==> src/common/fir_pkg.sv <==
/*
 * shared widths, lane counts and pipeline latency for the fir filter
 * sample and product types, fixed symmetric coefficient table
 */

package fir_pkg;

	// ****************************************
	// widths and types
	// ****************************************

	localparam int SAMPLE_W = 18;

	// one sample, or one lane value anywhere in the pipeline
	typedef logic signed [SAMPLE_W-1:0] sample_t;

	// full precision product before scaling
	typedef logic signed [2*SAMPLE_W-1:0] product_t;

	// ****************************************
	// filter shape
	// ****************************************

	localparam int NUM_TAPS = 52;

	// symmetric taps share one coefficient per mirrored pair
	localparam int NUM_UNIQ = NUM_TAPS / 2;

	// products are normalized by this arithmetic shift
	localparam int SCALE_SHIFT = 17;

	// 26 -> 13 -> 7 -> 4 -> 2 -> 1
	localparam int TREE_LEVELS = 5;

	// delay line + fold + multiply + tree levels
	localparam int LATENCY = 3 + TREE_LEVELS;

	// first half of the impulse response, centre is between taps 25 and 26
	localparam sample_t COEFF [NUM_UNIQ] = '{
		18'sd88,
		18'sd0,
		-18'sd97,
		-18'sd197,
		-18'sd294,
		-18'sd380,
		-18'sd447,
		-18'sd490,
		-18'sd504,
		-18'sd481,
		-18'sd420,
		-18'sd319,
		-18'sd178,
		18'sd0,
		18'sd212,
		18'sd451,
		18'sd710,
		18'sd980,
		18'sd1252,
		18'sd1514,
		18'sd1756,
		18'sd1971,
		18'sd2147,
		18'sd2278,
		18'sd2360,
		18'sd2387
	};

endpackage

==> src/adder_tree/adder_tree.sv <==
/*
 * registered pairwise adder tree over the scaled products
 * odd lanes are carried through a register to stay aligned
 */

`timescale 1ns/1ns

module adder_tree
	import fir_pkg::*;
(
	input  logic    clk,
	input  logic    reset,
	input  logic    i_clk_ena,
	input  sample_t i_products [NUM_UNIQ],
	input  logic    i_valid,
	output sample_t o_sum,
	output logic    o_valid
);

	// one valid bit per tree level
	logic [TREE_LEVELS-1:0] valid_q;

	// ****************************************
	// summing levels
	// ****************************************

	genvar l;
	generate
		for (l = 1; l <= TREE_LEVELS; l = l + 1) begin : g_level
			// lane counts halve and round up at each level
			localparam int N_IN  = (NUM_UNIQ + (1 << (l - 1)) - 1) >> (l - 1);
			localparam int N_OUT = (N_IN + 1) / 2;

			sample_t prev [N_IN];
			sample_t sum_q [N_OUT];

			// level 1 reads the products, later levels read the level before
			if (l == 1) begin : g_src
				assign prev = i_products;
			end else begin : g_src
				assign prev = g_level[l-1].sum_q;
			end

			always_ff @(posedge clk or posedge reset) begin
				if (reset) begin
					for (int j = 0; j < N_OUT; j++) begin
						sum_q[j] <= '0;
					end
				end else if (i_clk_ena) begin
					// pair sums wrap at 18 bits
					for (int j = 0; j < N_IN / 2; j++) begin
						sum_q[j] <= prev[2*j] + prev[2*j+1];
					end
					// odd lane passes through unchanged
					if (N_IN % 2 == 1) begin
						sum_q[N_OUT-1] <= prev[N_IN-1];
					end
				end
			end
		end
	endgenerate

	// ****************************************
	// valid alignment
	// ****************************************

	// one register per level, tracks the data through the tree
	always_ff @(posedge clk or posedge reset) begin
		if (reset) begin
			valid_q <= '0;
		end else if (i_clk_ena) begin
			valid_q <= {valid_q[TREE_LEVELS-2:0], i_valid};
		end
	end

	// final level holds a single lane
	assign o_sum   = g_level[TREE_LEVELS].sum_q[0];
	assign o_valid = valid_q[TREE_LEVELS-1];

endmodule

==> config.mk <==
export PLATFORM = sky130hd
export DESIGN_NAME = adder_tree
export DESIGN_NICKNAME = d
export VERILOG_FILES = /design/src/common/fir_pkg.sv /design/src/adder_tree/adder_tree.sv
export SDC_FILE = /design/constraint.sdc
export NUM_CORES = 2
export LEC_CHECK = 0
export BUFFER_PORTS_ARGS = -buffer_cell sky130_fd_sc_hd__buf_2
export CELL_PAD_IN_SITES_DETAIL_PLACEMENT = 1
export CELL_PAD_IN_SITES_GLOBAL_PLACEMENT = 1
export CORE_ASPECT_RATIO = 0.8
export CORE_MARGIN = 2
export CORE_UTILIZATION = 46
export CTS_BUF_LIST = sky130_fd_sc_hd__clkbuf_4 sky130_fd_sc_hd__clkbuf_8 sky130_fd_sc_hd__clkbuf_16
export CTS_CLUSTER_SIZE = 16
export DETAILED_ROUTE_END_ITERATION = 16
export HOLD_SLACK_MARGIN = 0.1
export PLACE_DENSITY_LB_ADDON = 0.1
export SLEW_MARGIN = 0
export SYNTH_ARGS = -nofsm -noshare
export SYNTH_HDL_FRONTEND = slang
export SYNTH_SLANG_ARGS = --single-unit
==> constraint.sdc <==
create_clock -name clk -period 18.3 [get_ports clk]
set_clock_uncertainty 0.05 [all_clocks]
set_input_delay 1.83 -clock clk [delete_from_list [all_inputs] [get_ports clk]]
set_output_delay 1.83 -clock clk [all_outputs]
set_load 0.1 [all_outputs]
==> reports/results.ini <==
[outcome]
status=finished clean

[logic_synthesis]
synthesis.area_um2=37590
synth_top_cells_by_area=dfrtp_1 33%, ha_1 14%, mux2_2 8.8%
synth_area_per_cell_um2=9.630
yosysWarnings=0
ys_ff_latch=491
synth.largest_area_cell=dfrtp_1
ys_types=81
ys.flop_type=dfrtp_1
synth-edff-count=0
synthArstFlopShare_pct=100.0
yosysTopAreaCellShare_pct=32.69
ys_seq_area_share_pct=32.69
synthCells=3903
syn-num-nets=4825

[power_and_ir_drop]
power_frac_seq_pct=27.1
peakVddDrop_mv=0.09617
p_leak_uw=0.02000
power_frac_clock_pct=18.6
power_uw=6654
p_sw_uw=2842
pwr_density_cell_nw_per_um2=154.0
swShare_pct=42.71
power_frac_comb_pct=54.3
p_int_uw=3812

[clocking]
h-tree-depth=2
clk_path_buf_depth=3
clockRootBuffer=clkbuf_16
hold_buffers=0
cts_buffers=54
cts_tree=yes
clock-sinks=491
cts_setup_buffers=0
cts_resized=0
insertion_delay_ns=0.64
clk_pin_slew_worst_paths_ns=0.07

[timing]
slew_violations=0
fmaxAchievable_ghz=0.2328
hold_violations=0
period_share_pct=23.47
period_needed_ns=4.295
rsz0062_at_grt=false
maxSlewHeadroom_pct=29.64
fin_ws_ns=14.01
tightest_slew_ns=1.055
setup_violations=0
setup_tns_ns=0

[routing]
drt-total-wl_um=103600
avgViaCountPerCell=5.712
ant_nets=0
vias=31460
drc=0
drt_first_pass_iters=5
initialDrtViolationCount=1659
post_drt_wl_per_cell_um=18.82

[global_routing]
grt_usage_pct=24.30
grt_overflow=0
grt_first_pass_wirelength_um=168500
grt_max_degree=112
antenna_found_initial=1
grt_pass1_vias=32180

[final_layout]
layout_common_cells=491 x dfrtp_1, 489 x buf_2, 425 x ha_1
postLayoutCoreUtil_pct=53.50
area_growth_pct=14.93
drive_above_1_share_pct=21.20
final_common_cell=dfrtp_1
final_nets=5291
antenna_cells=0
fill_cells=9329

[critical_path]
critPathArrivalTime_ns=4.75
rr_endpoint=g_level[2].sum_q[32]$_DFFE_PP0P_
critical_path_class=input pin to flip-flop
cp-end-kind=flip-flop
required_ns=18.75
start_kind=input pin
crit_path_max_fanout=83
rr_worst_depth=10
rrSetupSlack_ns=15.18
reg2reg_from=g_level[1].sum_q[18]$_DFFE_PP0P_

[worst_hold_path]
hp-class=flip-flop to flip-flop
worstHoldPathCells=1
min-delay-start=g_level[3].sum_q[58]$_DFFE_PP0P_
holdPathEnd=g_level[3].sum_q[58]$_DFFE_PP0P_

[die]
die_area_um2=84030
rows=93
die_w_um=323.6
die_h_um=259.7
start_util_pct=46.54
core_area_um2=80760
io_pins=491

[flow_run]
cap_violations=0

[placed_design]
gp_congestion=0.8617
port_buffers=490
post-dp-hpwl_um=79790
place_ws_ns=13.25

-- power groups by stage --
stage / registers [uW] / logic [uW] / clock network, uW
after floorplan: 1810 / 2630 / 0
after global placement: 1800 / 3470 / 0
after detailed placement: 1820 / 3570 / 0
after CTS: 1800 / 3620 / 1260
after global routing: 1850 / 4040 / 1300
final: 1800 / 3620 / 1240
-- worst max path at each step --
stage	from	cells after the start	end
detailed placement	reset	5	g_level[1].sum_q[71]$_DFFE_PP0P_
finish	i_clk_ena	7	g_level[1].sum_q[140]$_DFFE_PP0P_
CTS	reset	5	g_level[1].sum_q[67]$_DFFE_PP0P_
global placement	reset	5	g_level[1].sum_q[71]$_DFFE_PP0P_
global route	reset	5	g_level[1].sum_q[69]$_DFFE_PP0P_
floorplan	reset	1	g_level[1].sum_q[0]$_DFFE_PP0P_
-- area by class of cell --
cell class              count  area [um2]  area share, %
flip-flops and latches    491       12290          28.44
well taps                1092        1366          3.163
clock inverters            31       457.9          1.060
clock buffers              71        1559          3.609
repair buffers            504        2567          5.943
inverters                 157       604.3          1.399
multi-input cells        3161       24360          56.38
-- worst max-delay path: stages --
cell,delay (ns)
buf_8,0.41
buf_4,0.77
buf_4,0.85
nand2_1,0.18
o31ai_1,0.29
a21oi_1,0.07
o311ai_1,0.12
-- synthesized netlist by cell type (11+ instances only) --
cell type,number
a21oi_1,322
nand2b_1,58
fa_1,25
o31ai_1,41
o21a_1,90
nor4_1,16
buf_1,13
xnor2_1,207
o211ai_1,41
a211oi_1,68
nor2b_1,55
and3_1,36
ha_1,425
a31oi_1,35
clkbuf_1,81
xor2_1,85
nand3b_1,20
nand3_1,58
a21o_1,165
nor3_1,83
o21ai_0,143
inv_1,157
o21bai_1,23
and4_1,13
mux2_2,295
nor3b_1,11
nand4_1,26
dfrtp_1,491
a211o_1,23
nor2_1,263
o21ai_1,55
o31a_1,14
o311ai_0,13
nand2_1,219
mux2i_1,20
o2111ai_1,19
-- stage by stage --
| step | instances | area, um2 | hold slack, ns |
|---|---|---|---|
| global route | 5507 | 43200 | 0.4557 |
| detailed placement | 5405 | 41180 | 0.4264 |
| finish | 5507 | 43200 | 0.4397 |
| CTS | 5507 | 43200 | 0.4411 |
| floorplan | 3903 | 37590 | 0.3976 |
| global placement | 5405 | 41180 | 0.4204 |
-- logic make-up (layout without fill, tap and decap cells) --
kind of cell / Yosys count / count (layout) / share of synthesized area [%]
compound gates: 1197 / 1197 / 21.39
xor+xnor: 292 / 292 / 6.804
fa+ha+maj: 450 / 450 / 15.48
buf+inv: 251 / 763 / 2.507
flops: 491 / 491 / 32.69
mux: 316 / 316 / 9.400
simple gates: 906 / 906 / 11.73
-- per-layer routing --
| layer | wire [um] | track usage [%] |
|---|---|---|
| met1 | 52380 | 36.33 |
| met2 | 45430 | 37.84 |
| met3 | 4035 | 2.741 |
| met4 | 1771 | 4.925 |
| met5 | 0 | 0 |
-- registers in the layout, indices dropped and copies added (netlist names) --
| signal | count |
|---|---|
| g_level.sum_q | 468 |
| valid_q | 5 |
| o_sum | 18 |
Note: power is estimated with default switching activity, not from simulation.
