<file path="config.mk">
export PLATFORM = sky130hd
export DESIGN_NAME = tap_delay_line
export DESIGN_NICKNAME = d
export VERILOG_FILES = /design/src/common/fir_pkg.sv /design/src/hdl/tap_delay_line.sv
export SDC_FILE = /design/constraint.sdc
export NUM_CORES = 1
export LEC_CHECK = 0
export ABC_AREA = 1
export BUFFER_PORTS_ARGS = -buffer_cell sky130_fd_sc_hd__buf_4
export CAP_MARGIN = 20
export CORE_AREA = 3 3 373 375
export CTS_CLUSTER_DIAMETER = 40
export DETAILED_ROUTE_END_ITERATION = 12
export DIE_AREA = 0 0 376 378
export REMOVE_ABC_BUFFERS = 1
export SLEW_MARGIN = 5
export SYNTH_ARGS = -nofsm -noshare
export SYNTH_HDL_FRONTEND = slang
export SYNTH_SLANG_ARGS = --single-unit
export TNS_END_PERCENT = 5
</file>
<file path="constraint.sdc">
create_clock -name clk -period 91.5 [get_ports clk]
set_clock_uncertainty 0.05 [all_clocks]
set_input_delay 9.15 -clock clk [delete_from_list [all_inputs] [get_ports clk]]
set_output_delay 9.15 -clock clk [all_outputs]
set_load 0.05 [all_outputs]
</file>
<file path="src/common/fir_pkg.sv">
/*
 * shared widths, lane counts and pipeline latency for the fir filter
 * sample and product types, fixed symmetric coefficient table
 */

package fir_pkg;

	// ****************************************
	// widths and types
	// ****************************************

	localparam int SAMPLE_W = 18;

	// one sample, or one lane value anywhere in the pipeline
	typedef logic signed [SAMPLE_W-1:0] sample_t;

	// full precision product before scaling
	typedef logic signed [2*SAMPLE_W-1:0] product_t;

	// ****************************************
	// filter shape
	// ****************************************

	localparam int NUM_TAPS = 52;

	// symmetric taps share one coefficient per mirrored pair
	localparam int NUM_UNIQ = NUM_TAPS / 2;

	// products are normalized by this arithmetic shift
	localparam int SCALE_SHIFT = 17;

	// 26 -> 13 -> 7 -> 4 -> 2 -> 1
	localparam int TREE_LEVELS = 5;

	// delay line + fold + multiply + tree levels
	localparam int LATENCY = 3 + TREE_LEVELS;

	// first half of the impulse response, centre is between taps 25 and 26
	localparam sample_t COEFF [NUM_UNIQ] = '{
		18'sd88,
		18'sd0,
		-18'sd97,
		-18'sd197,
		-18'sd294,
		-18'sd380,
		-18'sd447,
		-18'sd490,
		-18'sd504,
		-18'sd481,
		-18'sd420,
		-18'sd319,
		-18'sd178,
		18'sd0,
		18'sd212,
		18'sd451,
		18'sd710,
		18'sd980,
		18'sd1252,
		18'sd1514,
		18'sd1756,
		18'sd1971,
		18'sd2147,
		18'sd2278,
		18'sd2360,
		18'sd2387
	};

endpackage

</file>
<file path="src/hdl/tap_delay_line.sv">
/*
 * sample shift register feeding the filter taps
 */

`timescale 1ns/1ns

module tap_delay_line
	import fir_pkg::*;
(
	input  logic    clk,
	input  logic    reset,
	input  logic    i_clk_ena,
	input  logic    i_valid,
	input  sample_t i_sample,
	output sample_t o_taps [NUM_TAPS],
	output logic    o_valid
);

	sample_t taps_q [NUM_TAPS];
	logic    valid_q;

	// ****************************************
	// history shift
	// ****************************************

	// tap 0 holds the newest sample
	// invalid samples still shift in and stay part of the history
	always_ff @(posedge clk or posedge reset) begin
		if (reset) begin
			for (int i = 0; i < NUM_TAPS; i++) begin
				taps_q[i] <= '0;
			end
		end else if (i_clk_ena) begin
			taps_q[0] <= i_sample;
			for (int i = 1; i < NUM_TAPS; i++) begin
				taps_q[i] <= taps_q[i-1];
			end
		end
	end

	// flags the sample now in tap 0
	always_ff @(posedge clk or posedge reset) begin
		if (reset) begin
			valid_q <= 1'b0;
		end else if (i_clk_ena) begin
			valid_q <= i_valid;
		end
	end

	assign o_taps  = taps_q;
	assign o_valid = valid_q;

endmodule

</file>
==> results.txt, run 1 <==
outcome -> finished clean
H-tree depth -> 4
mean routed wirelength per cell -> 16.36 um
FFs w/ async S/R, synth -> 100.0%
synth top area cells -> dfrtp_1 (66%), nand2_1 (30%), buf_4 (2.2%)
Setup TNS Final -> 0 ns
multi-input logic area -> 10550 sq um
CTS tree -> yes
total grt overflow -> 0
fin crit period -> 13.41 ns
mapped cell area -> 35300 sq um
NumNets Final -> 4912
Most used DFF post-synth -> dfrtp_1
worst vdd ir -> 19.67 uV
Post-Syn Instances -> 3957
Core Area -> 135600 sq um
slew at the pin closest to its max-slew limit -> 1.140 ns
clock latency reported for the late side of the worst-skew pair -> 0.74 ns
final cell count without fillers -> 6794
min-delay worst type -> flip-flop to flip-flop
Hold-fix buffers, CTS -> 0
Yosys cell types -> 6
Post-DRT Antenna Nets -> 0
Ant. Diodes -> 0
Total GRT Usage -> 15.09%
Worst setup startpoint -> i_clk_ena
final setup vio count -> 0
worst-path maximum fanout -> 190
period utilization -> 14.66%
Layout area overhead -> 38.56%
routed wire length -> 111.2 mm
cts repair resizes -> 0
Yosys top cell by area -> dfrtp_1
sequential area share after synthesis -> 66.42%
max_cap viols -> 0
vias -> 28560
num ports -> 959
Avg Synthesized Cell Area -> 8.921 sq um
slowest library cell on the worst path -> buf_4
critical path arrival -> 14.01 ns
hpwl dp -> 77.23 mm
Hold Startpoint -> o_taps[7]$_DFFE_PP0P_
Post-Place Cells -> 6520
Post-synth EDFFs -> 0
Critical Path Most Common Cell -> buf_4
Max Root-Sink Buffers -> 3
Final Hold Fails -> 0
port bufs -> 958
Die H -> 378 um
top cells by count, synth -> nand2_1 (2811), dfrtp_1 (937), buf_2 (104)
Yosys reg bits -> 937
RSZ-0062 raised after global routing -> false
Final Hold Slack -> 0.4196 ns
worst path bufs/invs -> 6
drt first pass iters -> 5
drc violations -> 0
initial drt markers -> 2249
LEAKAGE -> 28.37 nW
critical path type -> primary input to flip-flop
Num Clock Sinks -> 937
largest net degree at the start of global routing -> 191
synth warn -> 0
slowest stage delay, CP -> 0.90 ns
Die X -> 376 um
Reg area -> 23450 sq um
CTS clk-pin slew, worst paths -> 0.05 ns
Filler Cells Inserted -> 13840
Via density -> 4.204
Rows -> 135
Worst setup EP type -> flip-flop
Initial Util -> 26.03%
Critical Path Start Type -> primary input
initial antenna violation count -> 1
Slew HR -> 23.98%
WP data required -> 92.10 ns
share of layout cells above drive strength 1 -> 24.96%
CP Cell Sequence -> buf_8 > inv_8 > buf_4 > buf_12 > buf_4 > buf_4 > nand2_1 > nand2_1
Final Wtd Congestion -> 0.8156
Slew Limit Fails -> 0
Clock Root Buffer -> clkbuf_16
Top Family by Delay on Critical Path -> buffers and inverters
top-count cell post-synth -> nand2_1
PwrDens -> 27.00 nW/um^2
area of the die -> 142100 sq um
worst r2r src -> o_taps[454]$_DFFE_PP0P_
Post-CTS Setup Bufs -> 0
CTS buffer count -> 149
first-pass GRT wire length -> 169.0 mm
Synth top area share -> 66.42%
fmax -> 74.56 MHz
vias in the first global route -> 27620
[per-layer routing]
metal	vias up	global-route usage (%)	routed length, um
met4	0	4.969	3374
met3	179	5.783	9910
met2	880	25.19	53900
met5	-	0	0
met1	13680	17.85	43990
li1	13820	-	-
[cell usage in the layout (no fill, tap or decap)]
cell type,n
nand2_1,2811
buf_4,985
dfrtp_1,937
clkbuf_16,152
clkbuf_8,24
clkinv_2,22
clkbuf_1,14
clkinvlp_4,13
inv_6,12
bufinv_16,11
clkinv_4,11
inv_8,9
clkinv_16,4
clkinv_8,3
buf_12,3
inv_16,1
buf_8,1
[state kept, by name, summed over array words and instances, names as in the netlist]
signal,count
o_valid,1
o_taps,936
[power breakdown]
group / internal [W] / switching (W)
clock: 0.000360 / 0.000211
combinational: 0.0000639 / 0.000197
sequential: 0.000452 / 0.0000357
total: 0.000876 / 0.000445
[logic make-up after synthesis]
kind of cell	share of synthesized area [%]
buf+inv	3.686
simple gates	29.89
flops	66.42
[stage by stage]
| step | util, % | setup slack [ns] | total power (W) | area, sq um |
|---|---|---|---|---|
| after floorplan | - | 55.95 | 0.0006568 | 34010 |
| after global placement | 32.23 | 77.59 | 0.0007564 | 43720 |
| after detailed placement | 32.23 | 77.54 | 0.0007587 | 43720 |
| after CTS | 36.06 | 78.32 | 0.001339 | 48910 |
| after global routing | 36.06 | 77.83 | 0.001375 | 48910 |
| final | 36.06 | 78.09 | 0.001321 | 48910 |
[worst register-to-register path, stage by stage (launching register included)]
cell	delay [ns]
dfrtp_1	0.65
nand2_1	0.23
nand2_1	0.12
[layout make-up]
class / instances / share of cell area [%]
flip-flops and latches: 937 / 47.94
repair buffers: 989 / 15.27
multi-input cells: 2811 / 21.57
clock buffers: 190 / 8.559
well taps: 1781 / 4.556
clock inverters: 84 / 2.059
inverters: 2 / 0.04604
[final timing paths]
path,endpoint,slack [ns],cells after the start
hold reg to reg,o_taps[7]$_DFFE_PP0P_,0.42,2
setup reg to reg,o_taps[454]$_DFFE_PP0P_,90.40,2
setup / recovery,o_taps[67]$_DFFE_PP0P_,78.09,8
hold / removal,o_taps[7]$_DFFE_PP0P_,0.42,2
max in group asynchronous,o_taps[492]$_DFFE_PP0P_,78.90,6
min in group asynchronous,o_taps[471]$_DFFE_PP0P_,8.53,2
(Power assumes the default switching activity.)
==> inputs of run 2 (changes only) <==
- clock period: 91.5 -> 11.7 ns (I/O delays scaled with it)
==> run 2 against run 1 <==
Effect of this change:
- die area did not move
- critical path depth fell by 2
- highest routed layer unchanged
- non-clock buffer count did not move
- design area fell by 0.18%
==> results.txt, run 2 (same netlist as run 1, synthesis figures left out) <==
initial antenna violation count -> 0
Die H -> 378 um
PwrDens -> 210.3 nW/um^2
Core Util, Final -> 36.00%
final setup vio count -> 0
initial drt markers -> 2172
Sw Ratio -> 33.42%
Pint -> 0.006837 W
DP Area -> 43710 sq um
slew at the pin closest to its max-slew limit -> 1.077 ns
Die X -> 376 um
CTS buffer count -> 146
largest net degree at the start of global routing -> 236
combinational share of power -> 19.9%
Post-DRT Antenna Nets -> 0
Total GRT Usage -> 15.10%
Slew Limit Fails -> 0
drc violations -> 0
clock latency reported for the late side of the worst-skew pair -> 0.74 ns
Worst setup startpoint -> i_clk_ena
hpwl dp -> 76.37 mm
Via density -> 4.201
CTS tree -> yes
worst-path maximum fanout -> 144
H-tree depth -> 4
drt first pass iters -> 5
Final Hold Slack -> 0.4191 ns
min-delay worst type -> flip-flop to flip-flop
Final Cell Area -> 48820 sq um
LEAKAGE -> 28.31 nW
Hold Startpoint -> o_taps[12]$_DFFE_PP0P_
Post-CTS Setup Bufs -> 0
total grt overflow -> 0
Max Root-Sink Buffers -> 3
Final Hold Fails -> 0
max reg flops -> 936
worst r2r src -> o_taps[445]$_DFFE_PP0P_
port bufs -> 958
Clock Root Buffer -> clkbuf_16
most frequent cells in the layout -> nand2_1 (2811), buf_4 (981), dfrtp_1 (937)
Final Wtd Congestion -> 0.7990
Rows -> 135
area of the die -> 142100 sq um
mean routed wirelength per cell -> 16.47 um
Num Clock Sinks -> 937
fmax -> 268.1 MHz
routed wire length -> 111.7 mm
critical path type -> primary input to flip-flop
Slew HR -> 28.19%
NumNets Final -> 4909
period utilization -> 31.88%
Worst setup EP type -> flip-flop
Critical Path Start Type -> primary input
Hold-fix buffers, CTS -> 0
Initial Util -> 26.03%
leading cell type in the layout, fill and taps excluded -> nand2_1
Setup TNS Final -> 0 ns
switching power -> 0.003432 W
cts repair resizes -> 0
Layout area overhead -> 38.31%
outcome -> finished clean
fin crit period -> 3.730 ns
Core Area -> 135600 sq um
DP Worst Slack -> 7.226 ns
Reg power frac -> 37.2%
worst vdd ir -> 155.6 uV
max_cap viols -> 0
vias in the first global route -> 27510
RSZ-0062 raised after global routing -> false
slack of the critical path -> 7.970 ns
Ant. Diodes -> 0
critical path arrival -> 4.35 ns
vias -> 28490
clock share of power -> 42.9%
WP data required -> 12.32 ns
CTS clk-pin slew, worst paths -> 0.05 ns
first-pass GRT wire length -> 168.7 mm
num ports -> 959
share of layout cells above drive strength 1 -> 24.76%
run 2: per-stage QoR:
step | power [W] | instances
2_1_floorplan | 0.005137 | 3750
3_3_place_gp | 0.005919 | 6517
3_5_place_dp | 0.005936 | 6517
4_1_cts | 0.01041 | 6779
5_1_grt | 0.01068 | 6782
6_report | 0.01027 | 6782
run 2: critical path, stage by stage:
cell and delay [ns]:
buf_8 0.21, inv_8 0.63, buf_4 0.86, buf_4 0.92, nand2_1 0.15, nand2_1 0.10
run 2: power by group through the flow:
stage,combinational [W],sequential [W],clock [W]
final,0.00204,0.00382,0.00441
after global placement,0.00205,0.00387,0
after CTS,0.00206,0.00382,0.00452
after floorplan,0.000327,0.00481,0
after global routing,0.00216,0.00386,0.00467
after detailed placement,0.00206,0.00387,0
run 2: cell type report:
class / count / area (sq um)
Fill cell: 13810 / 86810
Sequential cell: 937 / 23450
Multi-Input combinational cell: 2811 / 10550
Timing Repair Buffer: 989 / 7542
Clock buffer: 190 / 4143
Tap cell: 1781 / 2228
Clock inverter: 72 / 889.6
Inverter: 2 / 22.52
run 2: path summary, 6_finish.rpt:
| path | end | slack [ns] | cells past startpoint |
|---|---|---|---|
| setup / recovery | o_taps[913]$_DFFE_PP0P_ | 7.97 | 6 |
| hold / removal | o_taps[12]$_DFFE_PP0P_ | 0.42 | 2 |
| setup reg to reg | o_taps[445]$_DFFE_PP0P_ | 10.66 | 2 |
| hold reg to reg | o_taps[12]$_DFFE_PP0P_ | 0.42 | 2 |
| max in group asynchronous | o_taps[29]$_DFFE_PP0P_ | 8.91 | 4 |
| min in group asynchronous | o_taps[500]$_DFFE_PP0P_ | 0.47 | 2 |
run 2: per-layer routing:
layer | vias up | global-route usage (%) | part of all wire [%]
met1 | 13690 | 18.00 | 40
met4 | 0 | 4.754 | 2.5
met2 | 854 | 25.34 | 49
li1 | 13790 | - | -
met5 | - | 0 | 0
met3 | 162 | 5.569 | 8.6
==> inputs of run 3 (changes only) <==
- clock period: 11.7 -> 3.29 ns (I/O delays scaled with it)
==> run 3 against run 2 <==
Effect of this change:
- global-route usage increased by 0.26 points
- register-to-register slack got worse by 8.2 ns
- largest power group unchanged
- routed wire length grew 1.5%
- first-iteration DRC count decreased by 0.64%
- sequential power rose to 3.6 times the previous value
- via count is 1.8% higher
- sequential cell count unchanged
- cell count increased by 0.94%
==> results.txt, run 3 (same netlist as run 1, synthesis figures left out) <==
worst r2r src -> o_taps[547]$_DFFE_PP0P_
vias -> 29010
Setup TNS Final -> 0 ns
first-pass GRT wire length -> 170.7 mm
leading cell type in the layout, fill and taps excluded -> nand2_1
Final Wtd Congestion -> 0.8375
Post-DRT Antenna Nets -> 0
CTS buffer count -> 144
slack of the critical path -> 1.262 ns
reg-to-reg slack, setup -> 2.44 ns
WP data required -> 3.90 ns
M1 GR Usage -> 18.37%
LEAKAGE -> 28.64 nW
Critical Path Start Type -> primary input
H-tree depth -> 4
Hold-fix buffers, CTS -> 21
clock share of power -> 42.6%
Die X -> 376 um
Sw Ratio -> 33.91%
slew at the pin closest to its max-slew limit -> 0.8909 ns
CP Cell Sequence -> dlygate4sd3_1 > buf_8 > inv_8 > buf_4 > nand2_1 > nand2_1
Worst Hold Endpoint -> o_taps[928]$_DFFE_PP0P_
combinational share of power -> 20.2%
Top Family by Delay on Critical Path -> buffers and inverters
final setup vio count -> 0
port bufs -> 958
switching power -> 0.01238 W
worst vdd ir -> 544.7 uV
cts repair resizes -> 0
initial antenna violation count -> 0
Rows -> 135
Clock Root Buffer -> clkbuf_16
worst-path maximum fanout -> 98
total grt overflow -> 0
Layout area overhead -> 40.38%
Final Hold Fails -> 0
routed wire length -> 113.4 mm
GRT met2 Usage -> 25.18%
Filler Cells Inserted -> 13750
slowest library cell on the worst path -> inv_8
Max Root-Sink Buffers -> 3
Initial Util -> 26.03%
max reg flops -> 936
max_cap viols -> 0
Critical Path Most Common Cell -> nand2_1
Post-CTS Setup Bufs -> 0
CTS tree -> yes
most frequent cells in the layout -> nand2_1 (2811), buf_4 (1006), dfrtp_1 (937)
clock latency reported for the late side of the worst-skew pair -> 0.75 ns
Core Area -> 135600 sq um
slowest stage delay, CP -> 0.64 ns
Hold Startpoint -> i_sample[10]
drc violations -> 0
critical path arrival -> 2.64 ns
Total GRT Usage -> 15.36%
worst path bufs/invs -> 4
hpwl dp -> 79.66 mm
Via density -> 4.238
period utilization -> 61.65%
drt first pass iters -> 5
num ports -> 959
Reg power frac -> 37.2%
area of the die -> 142100 sq um
Num Clock Sinks -> 937
CTS clk-pin slew, worst paths -> 0.05 ns
Slew Limit Fails -> 0
critical path type -> primary input to flip-flop
Pint -> 0.02413 W
Reg2Reg Depth -> 2
mean routed wirelength per cell -> 16.56 um
fmax -> 493.0 MHz
PwrDens -> 736.8 nW/um^2
NumNets Final -> 4971
DP Worst Slack -> 1.109 ns
fin crit period -> 2.028 ns
grt peak-use layer -> met2
reg2reg end -> o_taps[529]$_DFFE_PP0P_
Worst setup EP type -> flip-flop
Slew HR -> 40.60%
global-route track usage on met3 -> 5.678%
RSZ-0062 raised after global routing -> false
Die H -> 378 um
outcome -> finished clean
share of layout cells above drive strength 1 -> 25.30%
min-delay worst type -> primary input to flip-flop
Hold Path Depth -> 4
initial drt markers -> 2158
largest net degree at the start of global routing -> 140
vias in the first global route -> 27840
==> run 3: cell types whose count changed in the layout (fill, tap and decap cells not counted), moves of 4 or more <==
cell           delta
clkbuf_8          -4
clkinv_4          +6
buf_4            +25
clkinv_2          -8
inv_6             +4
clkinvlp_4        +4
dlygate4sd3_1    +21
buf_12           +21
==> run 3: per-layer routing <==
metal  part of all wire [%]  vias to the layer above
li1                       -                    13910
met1                     40                    13980
met2                     48                      920
met3                    8.9                      196
met4                    3.5                        0
met5                      0                        -
==> run 3: layout make-up <==
class	instances	area (sq um)	share of cell area (%)
multi-input combinational	2811	10550	21.29
sequential	937	23450	47.32
tap	1781	2228	4.497
timing repair buffer	1053	8278	16.70
antenna	1	2.502	0.005050
inverter	2	22.52	0.04545
clock inverter	78	989.7	1.997
clock buffer	183	4034	8.140
==> run 3: worst max path at each step <==
stage          slack [ns]                    start  depth (start not counted)                      end
2_1_floorplan      -23.44                    reset                          1    o_taps[0]$_DFFE_PP0P_
3_3_place_gp         1.14                i_clk_ena                          5  o_taps[918]$_DFFE_PP0P_
3_5_place_dp         1.11                i_clk_ena                          5  o_taps[747]$_DFFE_PP0P_
4_1_cts              1.29  o_taps[472]$_DFFE_PP0P_                          1              o_taps[472]
5_1_grt              1.16                i_clk_ena                          6  o_taps[783]$_DFFE_PP0P_
6_report             1.26                i_clk_ena                          6  o_taps[929]$_DFFE_PP0P_
==> run 3: metrics by stage <==
stage / power, W / hold slack (ns) / util (%) / std cells / area, sq um
4_1_cts: 0.03700 / 0.1974 / 36.53 / 6845 / 49550
3_5_place_dp: 0.02120 / 0.4094 / 32.67 / 6563 / 44320
2_1_floorplan: 0.01827 / 0.3927 / - / 3750 / 34010
6_report: 0.03651 / 0.2748 / 36.53 / 6846 / 49550
3_3_place_gp: 0.02114 / 0.4053 / 32.67 / 6563 / 44320
5_1_grt: 0.03797 / 0.2241 / 36.53 / 6845 / 49550
==> run 3: power groups by stage <==
stage | combinational [W] | clock [W] | sequential [W]
2_1_floorplan | 0.00116 | 0 | 0.0171
3_3_place_gp | 0.00740 | 0 | 0.0137
3_5_place_dp | 0.00745 | 0 | 0.0137
4_1_cts | 0.00747 | 0.0159 | 0.0136
5_1_grt | 0.00779 | 0.0165 | 0.0137
6_report | 0.00738 | 0.0156 | 0.0136
==> run 3: worst min-delay path, cell delays in order <==
cell and delay (ns):
dlygate4sd3_1 0.53, buf_4 0.10, nand2_1 0.04, nand2_1 0.05
